===== src/verilog/cpu_pkg.sv =====
package cpu_pkg;

    // Supported opcodes
    localparam logic [7:0] OP_LDA_ZPG = 8'hA5;
    localparam logic [7:0] OP_STA_ZPG = 8'h85;
    localparam logic [7:0] OP_ASL_ZPG = 8'h06;
    localparam logic [7:0] OP_LSR_ZPG = 8'h46;
    localparam logic [7:0] OP_NOP     = 8'hEA;

    localparam logic [2:0] ADR_ZPG = 3'b001;  // bbb field for zero page

    // ALU operations
    localparam logic [1:0] ALU_PASS = 2'd0;
    localparam logic [1:0] ALU_ASL  = 2'd1;
    localparam logic [1:0] ALU_LSR  = 2'd2;

    // Input latch and data buffer controls
    localparam logic [1:0] BUF_IDLE  = 2'd0;
    localparam logic [1:0] BUF_LOAD  = 2'd1;
    localparam logic [1:0] BUF_STORE = 2'd2;

    // Status word layout, V and I style bits are not implemented
    localparam int STATUS_W = 7;
    localparam int FLAG_C   = 0;
    localparam int FLAG_Z   = 1;
    localparam int FLAG_N   = 6;

    localparam logic [15:0] RESET_PC_DEFAULT = 16'h0200;

    // One opcode byte seen as raw value or as aaa/bbb/cc fields
    typedef union packed {
        logic [7:0] raw;
        struct packed {
            logic [2:0] aaa;
            logic [2:0] bbb;  // Addressing mode
            logic [1:0] cc;
        } f;
    } opcode_t;

endpackage


===== src/verilog/alu.sv =====
`timescale 1ns/1ps

module alu (
    input  logic [1:0] alu_op,
    input  logic [7:0] operand,
    input  logic       carry_in,
    output logic [7:0] result,
    output logic [cpu_pkg::STATUS_W-1:0] flags
);
    import cpu_pkg::*;

    logic carry_out;

    always_comb begin
        case (alu_op)
            ALU_ASL: begin
                result    = {operand[6:0], 1'b0};
                carry_out = operand[7];
            end
            ALU_LSR: begin
                result    = {1'b0, operand[7:1]};  // N ends up clear
                carry_out = operand[0];
            end
            default: begin
                result    = operand;   // Load path
                carry_out = carry_in;
            end
        endcase
    end

    always_comb begin
        flags         = '0;
        flags[FLAG_C] = carry_out;
        flags[FLAG_Z] = (result == 8'h00);
        flags[FLAG_N] = result[7];
    end

endmodule


===== src/verilog/address_unit.sv =====
`timescale 1ns/1ps

module address_unit #(
    parameter logic [15:0] RESET_PC = cpu_pkg::RESET_PC_DEFAULT
) (
    input  logic        clk,
    input  logic        arst_n,
    input  logic        rdy,
    input  logic        pc_enable,
    input  logic        operand_load,
    input  logic        address_select,
    input  logic [7:0]  data_in,
    output logic [15:0] address
);

    logic [15:0] pc;
    logic [7:0]  operand;  // Zero-page address byte

    always_ff @(posedge clk or negedge arst_n) begin
        if (!arst_n) begin
            pc <= RESET_PC;
        end else if (rdy && pc_enable) begin
            pc <= pc + 16'd1;
        end
    end

    always_ff @(posedge clk) begin
        if (rdy && operand_load) begin
            operand <= data_in;
        end
    end

    // Page zero when the operand drives the bus
    assign address = address_select ? {8'h00, operand} : pc;

endmodule


===== src/verilog/data_path.sv =====
`timescale 1ns/1ps

module data_path (
    input  logic       clk,
    input  logic       arst_n,
    input  logic       rdy,
    input  logic [7:0] data_in,
    input  logic [1:0] idl_ctl,
    input  logic [1:0] dbuf_ctl,
    input  logic       acc_load,
    input  logic       status_load,
    input  logic [cpu_pkg::STATUS_W-1:0] status_mask,
    input  logic [7:0] alu_result,
    input  logic [cpu_pkg::STATUS_W-1:0] alu_flags,
    output logic [7:0] alu_operand,
    output logic [7:0] data_out,
    output logic [7:0] accumulator,
    output logic [cpu_pkg::STATUS_W-1:0] status
);
    import cpu_pkg::*;

    logic [7:0] idl_q;   // Input data latch
    logic [7:0] dbuf_q;  // Data output buffer

    // Shifts read the latch, loads see the bus directly
    assign alu_operand = (idl_ctl == BUF_STORE) ? idl_q : data_in;

    assign data_out = (dbuf_ctl == BUF_STORE) ? dbuf_q : 8'h00;

    always_ff @(posedge clk) begin
        if (rdy) begin
            if (idl_ctl == BUF_LOAD) begin
                idl_q <= data_in;
            end
            if (dbuf_ctl == BUF_LOAD) begin
                // A shift is under way when the latch drives the ALU
                dbuf_q <= (idl_ctl == BUF_STORE) ? alu_result : accumulator;
            end
        end
    end

    always_ff @(posedge clk or negedge arst_n) begin
        if (!arst_n) begin
            accumulator <= 8'h00;
            status      <= '0;
        end else if (rdy) begin
            if (acc_load) begin
                accumulator <= alu_result;
            end
            if (status_load) begin
                status <= (status & ~status_mask) | (alu_flags & status_mask);  // Masked bits only
            end
        end
    end

endmodule


===== src/verilog/instruction_decode.sv =====
`timescale 1ns/1ps

module instruction_decode (
    input  logic             clk,
    input  logic             arst_n,
    input  logic             rdy,
    input  cpu_pkg::opcode_t data_in,
    output logic             pc_enable,
    output logic             operand_load,
    output logic             address_select,
    output logic             rw,              // 1 read, 0 write
    output logic [1:0]       alu_op,
    output logic [1:0]       idl_ctl,
    output logic [1:0]       dbuf_ctl,
    output logic             acc_load,
    output logic             status_load,
    output logic [cpu_pkg::STATUS_W-1:0] status_mask
);
    import cpu_pkg::*;

    localparam logic [2:0] S_IDLE         = 3'd0;
    localparam logic [2:0] S_OPCODE_READ  = 3'd1;
    localparam logic [2:0] S_ZPG_ADR_READ = 3'd2;
    localparam logic [2:0] S_IDL_WRITE    = 3'd3;
    localparam logic [2:0] S_ALU_ZPG      = 3'd4;
    localparam logic [2:0] S_DBUF_OUTPUT  = 3'd5;

    logic [2:0] state;
    logic [2:0] next_state;
    opcode_t    opcode_q;
    logic [2:0] adr_mode_q;
    logic       supported;

    // Anything outside this set runs as a NOP
    assign supported = (data_in.raw == OP_LDA_ZPG) || (data_in.raw == OP_STA_ZPG) ||
                       (data_in.raw == OP_ASL_ZPG) || (data_in.raw == OP_LSR_ZPG);

    always_comb begin
        next_state     = state;
        pc_enable      = 1'b0;
        operand_load   = 1'b0;
        address_select = 1'b0;
        rw             = 1'b1;
        alu_op         = ALU_PASS;
        idl_ctl        = BUF_IDLE;
        dbuf_ctl       = BUF_IDLE;
        acc_load       = 1'b0;
        status_load    = 1'b0;
        status_mask    = '0;

        case (state)
            S_IDLE: begin
                next_state = S_OPCODE_READ;  // Also the dummy cycle of NOP
            end
            S_OPCODE_READ: begin
                pc_enable = 1'b1;
                if (supported && data_in.f.bbb == ADR_ZPG) begin
                    next_state = S_ZPG_ADR_READ;
                end else begin
                    next_state = S_IDLE;
                end
            end
            S_ZPG_ADR_READ: begin
                pc_enable    = 1'b1;  // Step past the operand byte
                operand_load = 1'b1;
                next_state   = S_OPCODE_READ;
                if (adr_mode_q == ADR_ZPG) begin
                    case (opcode_q.raw)
                        OP_STA_ZPG: begin
                            dbuf_ctl   = BUF_LOAD;  // Buffer takes the accumulator
                            next_state = S_DBUF_OUTPUT;
                        end
                        OP_LDA_ZPG, OP_ASL_ZPG, OP_LSR_ZPG: begin
                            next_state = S_IDL_WRITE;
                        end
                        default: begin
                            next_state = S_OPCODE_READ;
                        end
                    endcase
                end
            end
            S_IDL_WRITE: begin
                address_select = 1'b1;
                idl_ctl        = BUF_LOAD;
                if (opcode_q.raw == OP_LDA_ZPG) begin
                    // Memory byte goes straight through the ALU into A
                    acc_load            = 1'b1;
                    status_load         = 1'b1;
                    status_mask[FLAG_N] = 1'b1;
                    status_mask[FLAG_Z] = 1'b1;
                    next_state          = S_OPCODE_READ;
                end else begin
                    next_state = S_ALU_ZPG;
                end
            end
            S_ALU_ZPG: begin
                address_select      = 1'b1;
                idl_ctl             = BUF_STORE;  // Latch feeds the shifter
                dbuf_ctl            = BUF_LOAD;
                alu_op              = (opcode_q.raw == OP_LSR_ZPG) ? ALU_LSR : ALU_ASL;
                status_load         = 1'b1;
                status_mask[FLAG_N] = 1'b1;
                status_mask[FLAG_Z] = 1'b1;
                status_mask[FLAG_C] = 1'b1;
                next_state          = S_DBUF_OUTPUT;
            end
            S_DBUF_OUTPUT: begin
                address_select = 1'b1;
                rw             = 1'b0;
                dbuf_ctl       = BUF_STORE;
                next_state     = S_OPCODE_READ;
            end
            default: begin
                next_state = S_IDLE;
            end
        endcase
    end

    always_ff @(posedge clk or negedge arst_n) begin
        if (!arst_n) begin
            state      <= S_IDLE;
            opcode_q   <= OP_NOP;
            adr_mode_q <= 3'b000;
        end else if (rdy) begin
            state <= next_state;
            if (state == S_OPCODE_READ) begin
                opcode_q   <= data_in;
                adr_mode_q <= data_in.f.bbb;
            end
        end
    end

endmodule


===== src/verilog/cpu_core.sv =====
`timescale 1ns/1ps

module cpu_core #(
    parameter logic [15:0] RESET_PC = cpu_pkg::RESET_PC_DEFAULT
) (
    input  logic        clk,
    input  logic        arst_n,
    input  logic        rdy,
    input  logic [7:0]  data_in,
    output logic [15:0] address,
    output logic [7:0]  data_out,
    output logic        rw,
    output logic [7:0]  accumulator,
    output logic [cpu_pkg::STATUS_W-1:0] status
);
    import cpu_pkg::*;

    opcode_t               fetch_word;
    logic                  pc_enable;
    logic                  operand_load;
    logic                  address_select;
    logic [1:0]            alu_op;
    logic [1:0]            idl_ctl;
    logic [1:0]            dbuf_ctl;
    logic                  acc_load;
    logic                  status_load;
    logic [STATUS_W-1:0]   status_mask;
    logic [7:0]            alu_operand;
    logic [7:0]            alu_result;
    logic [STATUS_W-1:0]   alu_flags;

    assign fetch_word.raw = data_in;

    instruction_decode decode_inst (
        .clk            (clk),
        .arst_n         (arst_n),
        .rdy            (rdy),
        .data_in        (fetch_word),
        .pc_enable      (pc_enable),
        .operand_load   (operand_load),
        .address_select (address_select),
        .rw             (rw),
        .alu_op         (alu_op),
        .idl_ctl        (idl_ctl),
        .dbuf_ctl       (dbuf_ctl),
        .acc_load       (acc_load),
        .status_load    (status_load),
        .status_mask    (status_mask)
    );

    address_unit #(
        .RESET_PC (RESET_PC)
    ) address_inst (
        .clk            (clk),
        .arst_n         (arst_n),
        .rdy            (rdy),
        .pc_enable      (pc_enable),
        .operand_load   (operand_load),
        .address_select (address_select),
        .data_in        (data_in),
        .address        (address)
    );

    data_path data_path_inst (
        .clk         (clk),
        .arst_n      (arst_n),
        .rdy         (rdy),
        .data_in     (data_in),
        .idl_ctl     (idl_ctl),
        .dbuf_ctl    (dbuf_ctl),
        .acc_load    (acc_load),
        .status_load (status_load),
        .status_mask (status_mask),
        .alu_result  (alu_result),
        .alu_flags   (alu_flags),
        .alu_operand (alu_operand),
        .data_out    (data_out),
        .accumulator (accumulator),
        .status      (status)
    );

    alu alu_inst (
        .alu_op   (alu_op),
        .operand  (alu_operand),
        .carry_in (status[FLAG_C]),  // Held carry for the pass operation
        .result   (alu_result),
        .flags    (alu_flags)
    );

endmodule


===== config.mk =====
export PLATFORM = sky130hd
export DESIGN_NAME = cpu_core
export DESIGN_NICKNAME = d
export VERILOG_FILES = /design/src/verilog/cpu_pkg.sv /design/src/verilog/alu.sv /design/src/verilog/address_unit.sv /design/src/verilog/data_path.sv /design/src/verilog/instruction_decode.sv /design/src/verilog/cpu_core.sv
export SDC_FILE = /design/constraint.sdc
export NUM_CORES = 1
export LEC_CHECK = 0
export ABC_AREA = 0
export BUFFER_PORTS_ARGS = -buffer_cell sky130_fd_sc_hd__buf_2
export CORE_MARGIN = 2
export CORE_UTILIZATION = 61
export CTS_BUF_LIST = sky130_fd_sc_hd__clkbuf_16
export CTS_CLUSTER_SIZE = 20
export DETAILED_ROUTE_END_ITERATION = 10
export GPL_TIMING_DRIVEN = 0
export PLACE_DENSITY_LB_ADDON = 0.05
export SYNTH_ARGS = -nofsm -noshare
export SYNTH_HDL_FRONTEND = slang
export SYNTH_SLANG_ARGS = --single-unit

===== constraint.sdc =====
create_clock -name clk -period 3.3 [get_ports clk]
set_input_delay 0.165 -clock clk [delete_from_list [all_inputs] [get_ports clk]]
set_output_delay 0.165 -clock clk [all_outputs]
set_load 0.02 [all_outputs]

==> flow_metrics.env, run 1 <==
export IMPL_status="finished, violations left"
export IMPL_failed_checks="hold timing"
export IMPL_area_growth_syn_to_layout_pct=18.61
export IMPL_cts_resized_gates=0
export IMPL_post_synth_cell_area_avg_um2=11.53
export IMPL_grt_setup_unrepaired="no"
export IMPL_achievable_frequency_mhz=390.6
export IMPL_hold_path_class="input pin to asynchronous set/reset pin"
export IMPL_pwr_total_uw=2599
export IMPL_maxCapViolations=0
export IMPL_number_of_global_route_vias_before_repair=2186
export IMPL_cts_path_max_buffers=2
export IMPL_worst_r2r_endpoint="data_path_inst.dbuf_q[6]"
export IMPL_postSynth_asyncResetShare=0.6190
export IMPL_timing_rr_start="decode_inst.opcode_q[7]"
export IMPL_power_leakage_uw=0.001746
export IMPL_placed_cells_incl_taps=392
export IMPL_grt_max_degree=40
export IMPL_power_share_sequential=0.426
export IMPL_fin_crit_sh=0.7759
export IMPL_io_buffer_count=45
export IMPL_final_setup_skew_ns=0.002756
export IMPL_clock_insertion_delay_worst_skew_ns=0.33
export IMPL_timing_final_hold_violations=33
export IMPL_report_final_slew_viol_count=0
export IMPL_cts_htree_levels=3
export IMPL_avg_wl_per_cell_um=15.98
export IMPL_grt_overflow=0
export IMPL_cts_hold_buffers_added=0
export IMPL_postSynthRegisterBits=63
export IMPL_p_sw_frac=0.3206
export IMPL_utilization=0.7434
export IMPL_first_iter_violations=138
export IMPL_setup_tns_ns=0
export IMPL_synth_top_area_frac=0.2613
export IMPL_die_x_um=75.98
export IMPL_multiInputGateArea_mm2=0.001328
export IMPL_cts_buffers=9
export IMPL_post_synth_inst_count=274
export IMPL_synth_flop_cell="sky130_fd_sc_hd__dfrtp_1"
export IMPL_timing_reg2reg_worst_path_depth=4
export IMPL_design_core_area_mm2=0.005042
export IMPL_clockRootBuffer="sky130_fd_sc_hd__clkbuf_16"
export IMPL_final_common_cell="sky130_fd_sc_hd__buf_2"
export IMPL_number_of_nets_in_the_layout=345
export IMPL_detailedPlace_worstSlack_ns=0.8156
export IMPL_synth_yosys_warnings=0
export IMPL_cts_sink_count=63
export IMPL_pin_count=51
export IMPL_hold_worst_slack_ns=-0.03761
export IMPL_routed_via_density=5.615
export IMPL_comb_power_share=0.255
export IMPL_ys_top_cells_by_area="sky130_fd_sc_hd__dfrtp_1 26%, sky130_fd_sc_hd__edfxtp_1 23%, sky130_fd_sc_hd__mux2_2 7.1%"
export IMPL_post_cts_setup_buffers=0
export IMPL_worstSetupPathType="flip-flop to flip-flop"
export IMPL_fin_cells=408
export IMPL_vias=2291
export IMPL_worst_endpoint_required_ns=3.24
export IMPL_cts_tree="done"
export IMPL_critical_path_arrival_ns=2.50
export IMPL_start_util=0.6268
export IMPL_pwr_share_clk=0.319
export IMPL_detail_route_antenna_nets=0
export IMPL_synth_edff_count=24
export IMPL_p_switching_uw=833.3
export IMPL_place_hpwl_um=4547
export IMPL_die_h_um=75.98
export IMPL_slew_limit_headroom=0.2104
export IMPL_part_of_the_yosys_area_used_for_sequential_elements=0.5392
export IMPL_rd_place_congestion=0.8075
export IMPL_final_critical_path_setup_slack_ns=0.7397
export IMPL_worst_r2r_setup_slack_ns=0.74
export IMPL_drive_above_1_share=0.3225
export IMPL_powerDensity_mw_per_mm2=693.4
export IMPL_dieArea_mm2=0.005773
export IMPL_worst_setup_path_start_kind="flip-flop"
export IMPL_leading_cell_types_in_the_layout_fill_and_taps_excluded="49 x sky130_fd_sc_hd__buf_2, 33 x sky130_fd_sc_hd__dfrtp_1, 25 x sky130_fd_sc_hd__nand2_1"
export IMPL_clk_pin_slew_worst_paths_ns=0.05
export IMPL_floorplan_rows=26
export IMPL_grt_pass1_wl_um=10740
export IMPL_number_of_remaining_drc_errors=0
export IMPL_synth_lib_cells_used_distinct=57
export IMPL_worst_ir_drop_vdd_uv=532.6
export IMPL_critPathCaptureType="flip-flop"
export IMPL_power_internal_uw=1766
export IMPL_area_sequential_mm2=0.001704
export IMPL_critPathMaxFanout=8
export IMPL_number_of_antenna_violations_at_the_first_check_in_global_routing=0
export IMPL_post_synth_instance_area_mm2=0.003161
export IMPL_n_fill_cell=351
export IMPL_gr_usage_all_layers=0.2429
export IMPL_antennaDiodeCount=0
export IMPL_finalWirelength_um=6518
export IMPL_netlist_top_cell_by_area="sky130_fd_sc_hd__dfrtp_1"
export IMPL_final_period_minus_worst_setup_slack_ns=2.560
export IMPL_report_final_setup_viol=0
export IMPL_worst_pin_slew_ns=1.182
export IMPL_number_of_detailed_routing_iterations_run_before_antenna_repair=5
-- final cells by class --
cell class | instances | share of cell area
clock inverters | 7 | 0.01035
clock buffers | 9 | 0.06008
inverters | 8 | 0.008011
plain buffers | 17 | 0.02937
well taps | 70 | 0.02336
multi-input cells | 189 | 0.3541
flip-flops and latches | 63 | 0.4546
repair buffers | 45 | 0.06008
-- worst max-delay path by stage --
stage,startpoint,endpoint,slack [ns]
6_report,decode_inst.opcode_q[7],data_path_inst.dbuf_q[6],0.74
5_1_grt,decode_inst.opcode_q[7],data_path_inst.dbuf_q[6],0.53
4_1_cts,decode_inst.opcode_q[7],data_path_inst.dbuf_q[6],0.77
3_5_place_dp,decode_inst.opcode_q[7],data_path_inst.dbuf_q[7],0.82
3_3_place_gp,decode_inst.opcode_q[7],data_path_inst.dbuf_q[0],0.81
2_1_floorplan,decode_inst.opcode_q[7],data_path_inst.dbuf_q[0],1.15
-- synthesized netlist by cell type, types with 7 or more instances --
| cell | count |
|---|---|
| sky130_fd_sc_hd__dfrtp_1 | 33 |
| sky130_fd_sc_hd__nor2_1 | 16 |
| sky130_fd_sc_hd__xor2_1 | 9 |
| sky130_fd_sc_hd__and2_1 | 13 |
| sky130_fd_sc_hd__nand2_1 | 25 |
| sky130_fd_sc_hd__nand3_1 | 7 |
| sky130_fd_sc_hd__inv_1 | 8 |
| sky130_fd_sc_hd__buf_4 | 7 |
| sky130_fd_sc_hd__and3_1 | 12 |
| sky130_fd_sc_hd__o21ai_0 | 10 |
| sky130_fd_sc_hd__edfxtp_1 | 24 |
| sky130_fd_sc_hd__mux2_2 | 20 |
-- metal layers --
metal,share of wire,vias up,global-route usage
met5,0,-,0
met4,0.026,0,0.1255
met3,0.077,16,0.03791
met2,0.44,94,0.3616
met1,0.46,1079,0.3499
li1,-,1102,-
-- worst max-delay path: stages, from the launching register on --
cell                      delay [ns]
sky130_fd_sc_hd__dfstp_2        0.56
sky130_fd_sc_hd__nor3b_1        0.33
sky130_fd_sc_hd__and2_1         0.20
sky130_fd_sc_hd__a41oi_1        0.13
sky130_fd_sc_hd__nor3b_1        0.95
-- state kept, by name, indices dropped and copies added (netlist names), named ones only --
signal,cells
decode_inst.opcode_q,7
decode_inst.state,3
address_inst.pc,16
data_path_inst.dbuf_q,8
data_path_inst.idl_q,8
decode_inst.adr_mode_q,2
address_inst.operand,8
data_path_inst.accumulator,8
-- power by group through the flow --
| stage | Sequential (uW) | Combinational, uW | Clock [uW] |
|---|---|---|---|
| floorplan | 1100 | 488 | 0 |
| global placement | 1110 | 647 | 0 |
| detailed placement | 1120 | 662 | 0 |
| CTS | 1100 | 666 | 840 |
| global route | 1130 | 728 | 867 |
| finish | 1110 | 664 | 829 |
-- stage by stage --
| step | hold WS, ns | cell area, um^2 |
|---|---|---|
| final | -0.03761 | 3749 |
| after CTS | 0.004857 | 3749 |
| after detailed placement | 0.3464 | 3485 |
| after global placement | 0.3301 | 3485 |
| after global routing | 0.06932 | 3749 |
| after floorplan | -0.1306 | 3172 |
-- logic make-up after synthesis --
group | count (synthesis) | share of synthesized area
simple gates | 112 | 0.2086
flops | 63 | 0.5392
compound gates | 31 | 0.06532
mux | 25 | 0.08710
buf+inv | 25 | 0.04434
xor+xnor | 16 | 0.05028
fa+ha+maj | 1 | 0.003958
other cells | 1 | 0.001187
Power figures use the tool's default switching activity.
==> run 2: changes to the inputs <==
--- a/config.mk
+++ b/config.mk
@@ -8,7 +8,7 @@
 export ABC_AREA = 0
 export BUFFER_PORTS_ARGS = -buffer_cell sky130_fd_sc_hd__buf_2
 export CORE_MARGIN = 2
-export CORE_UTILIZATION = 61
+export CORE_UTILIZATION = 51
 export CTS_BUF_LIST = sky130_fd_sc_hd__clkbuf_16
 export CTS_CLUSTER_SIZE = 20
 export DETAILED_ROUTE_END_ITERATION = 10
==> constraint.sdc (replaced) <==
create_clock -name clk -period 2.3 [get_ports clk]
set_input_delay 0.115 -clock clk [delete_from_list [all_inputs] [get_ports clk]]
set_output_delay 0.115 -clock clk [all_outputs]
set_load 0.02 [all_outputs]
==> flow_metrics.env, run 2 (synthesized netlist as in run 1, its figures left out) <==
export IMPL_cts_htree_levels=3
export IMPL_critical_path_arrival_ns=2.05
export IMPL_number_of_nets_in_the_layout=346
export IMPL_detail_route_antenna_nets=0
export IMPL_number_of_detailed_routing_iterations_run_before_antenna_repair=4
export IMPL_final_common_cell="sky130_fd_sc_hd__buf_2"
export IMPL_finalWirelength_um=6584
export IMPL_report_final_setup_viol=0
export IMPL_worstHoldPathCells=1
export IMPL_vias=2240
export IMPL_cts_tree="done"
export IMPL_io_buffer_count=45
export IMPL_design_core_area_mm2=0.005956
export IMPL_achievable_frequency_mhz=461.4
export IMPL_first_iter_violations=151
export IMPL_critPathCaptureType="output port"
export IMPL_clk_pin_slew_worst_paths_ns=0.05
export IMPL_die_x_um=82.72
export IMPL_leading_cell_types_in_the_layout_fill_and_taps_excluded="48 x sky130_fd_sc_hd__buf_2, 33 x sky130_fd_sc_hd__dfrtp_1, 25 x sky130_fd_sc_hd__nand2_1"
export IMPL_worstSetupPathType="flip-flop to output port"
export IMPL_worst_setup_path_start_kind="flip-flop"
export IMPL_fin_crit_sh=0.9423
export IMPL_detailedPlace_worstSlack_ns=-0.2338
export IMPL_final_setup_skew_ns=0.005508
export IMPL_number_of_global_route_vias_before_repair=2073
export IMPL_hold_path_class="input pin to flip-flop"
export IMPL_routed_via_density=5.411
export IMPL_timing_reg2reg_worst_path_depth=4
export IMPL_powerDensity_mw_per_mm2=1005
export IMPL_clockRootBuffer="sky130_fd_sc_hd__clkbuf_16"
export IMPL_largest_register="address_inst.pc"
export IMPL_power_leakage_uw=0.001769
export IMPL_grt_pass1_wl_um=10560
export IMPL_start_util=0.5307
export IMPL_final_period_minus_worst_setup_slack_ns=2.167
export IMPL_worst_endpoint_required_ns=2.18
export IMPL_worst_ir_drop_vdd_uv=812.7
export IMPL_final_critical_path_setup_slack_ns=0.1328
export IMPL_grt_max_degree=40
export IMPL_worst_pin_slew_ns=0.8874
export IMPL_die_h_um=82.72
export IMPL_slew_limit_headroom=0.4084
export IMPL_timing_final_hold_violations=0
export IMPL_cts_path_max_buffers=2
export IMPL_area_growth_syn_to_layout_pct=20.27
export IMPL_max_ffs_per_register=16
export IMPL_dieArea_mm2=0.006843
export IMPL_utilization=0.6382
export IMPL_critPathMaxFanout=10
export IMPL_report_final_slew_viol_count=0
export IMPL_floorplan_rows=28
export IMPL_clock_insertion_delay_worst_skew_ns=0.32
export IMPL_place_hpwl_um=4629
export IMPL_gr_usage_all_layers=0.2135
export IMPL_cts_sink_count=63
export IMPL_number_of_antenna_violations_at_the_first_check_in_global_routing=0
export IMPL_grt_overflow=0
export IMPL_status="finished, final reports clean"
export IMPL_grt_setup_unrepaired="no"
export IMPL_maxCapViolations=0
export IMPL_drive_above_1_share=0.3156
export IMPL_number_of_remaining_drc_errors=0
export IMPL_n_fill_cell=487
export IMPL_pin_count=51
export IMPL_cts_buffers=9
export IMPL_rd_place_congestion=0.8397
export IMPL_antennaDiodeCount=0
export IMPL_avg_wl_per_cell_um=15.90
==> run 2: report_power, final <==
| part | switching (uW) | internal [uW] | leakage, uW |
|---|---|---|---|
| combinational | 536 | 430 | 0.000917 |
| clock | 454 | 816 | 0.000137 |
| sequential | 189 | 1400 | 0.000714 |
| total | 1180 | 2640 | 0.00177 |
==> run 2: final cells by class <==
cell class / instances / area (um^2) / area share
plain buffers: 17 / 112.6 / 0.02962
clock buffers: 9 / 225.2 / 0.05925
clock inverters: 7 / 53.80 / 0.01415
inverters: 8 / 30.03 / 0.007900
multi-input cells: 189 / 1346 / 0.3542
flip-flops and latches: 63 / 1704 / 0.4483
well taps: 75 / 93.84 / 0.02469
repair buffers: 46 / 235.2 / 0.06188
==> run 2: per-stage QoR <==
stage | instances | hold WS (ns) | power, uW | cell area [um^2] | setup TNS [ns]
floorplan | 277 | -0.1806 | 2273 | 3172 | 0
global placement | 397 | 0.2956 | 2532 | 3491 | -1.735
global route | 414 | 0.04679 | 4023 | 3801 | 0
detailed placement | 397 | 0.2981 | 2554 | 3491 | -1.869
finish | 414 | 0.05169 | 3820 | 3801 | 0
CTS | 414 | 0.04940 | 3834 | 3792 | 0
==> run 2: critical path, cell delays in order, from the launching register on <==
cell	delay (ns)
sky130_fd_sc_hd__dfrtp_1	0.32
sky130_fd_sc_hd__buf_4	0.15
sky130_fd_sc_hd__and2b_1	0.23
sky130_fd_sc_hd__a21oi_4	0.27
sky130_fd_sc_hd__clkbuf_4	0.26
sky130_fd_sc_hd__mux2_2	0.34
sky130_fd_sc_hd__buf_2	0.16
==> run 2: worst paths after layout <==
| kind | startpoint | to | slack [ns] |
|---|---|---|---|
| min in group asynchronous | arst_n | address_inst.pc[1] | 0.46 |
| min reg2reg | address_inst.pc[15] | address_inst.pc[15] | 0.46 |
| max in group asynchronous | arst_n | asynchronous set/reset pin | 1.29 |
| max | decode_inst.state[2] | address[7] | 0.13 |
| max reg2reg | decode_inst.opcode_q[7] | data_path_inst.dbuf_q[5] | 0.21 |
| min | data_in[5] | address_inst.operand[5] | 0.05 |
==> run 2: repair_timing <==
action	in CTS	in global routing
resized for setup	2	2
setup buffers	0	0
pin swaps	0	1
hold buffers	1	0
setup endpoints to repair	10	10
hold endpoints to repair	33	0
==> run 2: layer usage <==
metal | part of all wire | global-route usage | routed length [um] | vias up
met5 | 0 | 0 | 0 | -
met4 | 0.012 | 0.07705 | 82 | 0
met3 | 0.052 | 0.05217 | 341 | 7
met2 | 0.45 | 0.3113 | 2942 | 59
met1 | 0.49 | 0.3101 | 3218 | 1073
li1 | - | - | - | 1101
==> run 3: changes to the inputs <==
--- a/config.mk
+++ b/config.mk
@@ -14,6 +14,7 @@
 export DETAILED_ROUTE_END_ITERATION = 10
 export GPL_TIMING_DRIVEN = 0
 export PLACE_DENSITY_LB_ADDON = 0.05
+export SKIP_CTS_REPAIR_TIMING = 1
 export SYNTH_ARGS = -nofsm -noshare
 export SYNTH_HDL_FRONTEND = slang
 export SYNTH_SLANG_ARGS = --single-unit
==> constraint.sdc (replaced) <==
create_clock -name clk -period 2.3 [get_ports clk]
set_input_delay 0.23 -clock clk [delete_from_list [all_inputs] [get_ports clk]]
set_output_delay 0.23 -clock clk [all_outputs]
set_load 0.02 [all_outputs]
==> flow_metrics.env, run 3 (synthesized netlist as in run 1, its figures left out) <==
export IMPL_number_of_detailed_routing_iterations_run_before_antenna_repair=4
export IMPL_slew_limit_headroom=0.4058
export IMPL_avg_wl_per_cell_um=15.88
export IMPL_timing_reg2reg_worst_path_depth=4
export IMPL_report_final_setup_viol=0
export IMPL_pwr_total_uw=3854
export IMPL_final_common_cell="sky130_fd_sc_hd__buf_2"
export IMPL_finalWirelength_um=6620
export IMPL_cts_path_max_buffers=2
export IMPL_critPathMaxFanout=10
export IMPL_pin_count=51
export IMPL_clock_insertion_delay_worst_skew_ns=0.32
export IMPL_worst_r2r_endpoint="data_path_inst.dbuf_q[5]"
export IMPL_grt_overflow=0
export IMPL_area_growth_syn_to_layout_pct=20.90
export IMPL_detail_route_antenna_nets=0
export IMPL_grt_max_degree=40
export IMPL_critical_path_n_buffers_inverters=3
export IMPL_die_h_um=82.72
export IMPL_drive_above_1_share=0.3246
export IMPL_floorplan_rows=28
export IMPL_maxCapViolations=0
export IMPL_io_buffer_count=45
export IMPL_achievable_frequency_mhz=461.7
export IMPL_clockRootBuffer="sky130_fd_sc_hd__clkbuf_16"
export IMPL_worst_pin_slew_ns=0.8913
export IMPL_worstSetupPathType="flip-flop to output port"
export IMPL_critical_path_top_delay_family="buffers and inverters"
export IMPL_setup_tns_ns=0
export IMPL_status="finished, final reports clean"
export IMPL_largest_register="address_inst.pc"
export IMPL_number_of_global_route_vias_before_repair=2066
export IMPL_critical_path_slowest_cell="sky130_fd_sc_hd__mux2_2"
export IMPL_place_hpwl_um=4629
export IMPL_hold_path_class="input pin to asynchronous set/reset pin"
export IMPL_powerDensity_mw_per_mm2=1009
export IMPL_routed_via_density=5.451
export IMPL_worst_setup_path_start_kind="flip-flop"
export IMPL_first_iter_violations=138
export IMPL_worst_r2r_setup_slack_ns=0.22
export IMPL_final_period_minus_worst_setup_slack_ns=2.166
export IMPL_vias=2273
export IMPL_cp_slowest_stage_delay_ns=0.34
export IMPL_grt_setup_unrepaired="no"
export IMPL_fin_crit_sh=0.9417
export IMPL_grt_pass1_wl_um=10540
export IMPL_cts_sink_count=63
export IMPL_critical_path_arrival_ns=1.94
export IMPL_timing_rr_start="decode_inst.opcode_q[7]"
export IMPL_worst_ir_drop_vdd_uv=812.1
export IMPL_leading_cell_types_in_the_layout_fill_and_taps_excluded="48 x sky130_fd_sc_hd__buf_2, 33 x sky130_fd_sc_hd__dfrtp_1, 25 x sky130_fd_sc_hd__nand2_1"
export IMPL_worst_endpoint_required_ns=2.07
export IMPL_cts_tree="done"
export IMPL_dieArea_mm2=0.006843
export IMPL_report_final_slew_viol_count=0
export IMPL_cts_buffers=9
export IMPL_power_leakage_uw=0.001782
export IMPL_timing_final_hold_violations=0
export IMPL_max_ffs_per_register=16
export IMPL_clk_pin_slew_worst_paths_ns=0.05
export IMPL_die_x_um=82.72
export IMPL_number_of_nets_in_the_layout=349
export IMPL_antennaDiodeCount=0
export IMPL_number_of_remaining_drc_errors=0
export IMPL_critPathCaptureType="output port"
export IMPL_rd_place_congestion=0.8397
export IMPL_start_util=0.5307
export IMPL_cts_htree_levels=3
export IMPL_gr_usage_all_layers=0.2133
export IMPL_design_core_area_mm2=0.005956
export IMPL_critical_path_top_cell_by_count="sky130_fd_sc_hd__buf_4"
export IMPL_cp_cell_sequence="buf_4 > and2b_1 > a21oi_4 > buf_4 > mux2_2 > buf_2"
export IMPL_final_setup_skew_ns=0.005803
export IMPL_number_of_antenna_violations_at_the_first_check_in_global_routing=0
==> run 3: changes by cell type in the layout (fill, tap and decap cells not counted), sizes merged <==
| cell | previous run | this run |
|---|---|---|
| clkbuf | 14 | 13 |
| buf | 57 | 62 |
| dlygate4sd3 | 1 | 0 |
==> run 3: worst max-delay path by stage <==
stage	slack, ns	to	cells past startpoint	from
3_5_place_dp	-0.23	data_path_inst.dbuf_q[6]	4	decode_inst.opcode_q[7]
2_1_floorplan	0.15	data_path_inst.dbuf_q[0]	4	decode_inst.opcode_q[7]
3_3_place_gp	-0.22	data_path_inst.dbuf_q[6]	4	decode_inst.opcode_q[7]
6_report	0.13	address[7]	6	decode_inst.state[2]
4_1_cts	-0.29	data_path_inst.dbuf_q[2]	4	decode_inst.opcode_q[7]
5_1_grt	0.02	address[7]	6	decode_inst.state[2]
==> run 3: through the flow <==
step | hold WS, ns | utilization | area, um^2 | instances | setup slack (ns)
after floorplan | -0.06559 | - | 3172 | 277 | 0.1527
after global placement | 0.4106 | 0.5861 | 3491 | 397 | -0.2170
after detailed placement | 0.4131 | 0.5861 | 3491 | 397 | -0.2338
after CTS | 0.07277 | 0.6330 | 3770 | 413 | -0.2885
after global routing | 0.1218 | 0.6416 | 3821 | 417 | 0.01938
final | 0.03286 | 0.6416 | 3821 | 417 | 0.1341
==> run 3: area by class of cell <==
type                       instances  area, um^2
clock buffer                       9       225.2
inverter                           8       30.03
clock inverter                     7       53.80
fill                             481        2135
buffer                            17       112.6
sequential                        63        1704
multi-input combinational        189        1346
tap                               75       93.84
timing repair buffer              49       255.2
==> run 3: metal layers <==
metal  vias to the layer above  track usage  routed length (um)
li1                       1110            -                   -
met1                      1098       0.3101                3314
met2                        54       0.3105                2938
met3                        11      0.05217                 261
met4                         0      0.07705                 105
met5                         -            0                   0
==> run 3: report_power, final <==
group | internal (uW) | switching, uW | total, uW
combinational | 453 | 541 | 995
sequential | 1400 | 192 | 1590
clock | 816 | 456 | 1270
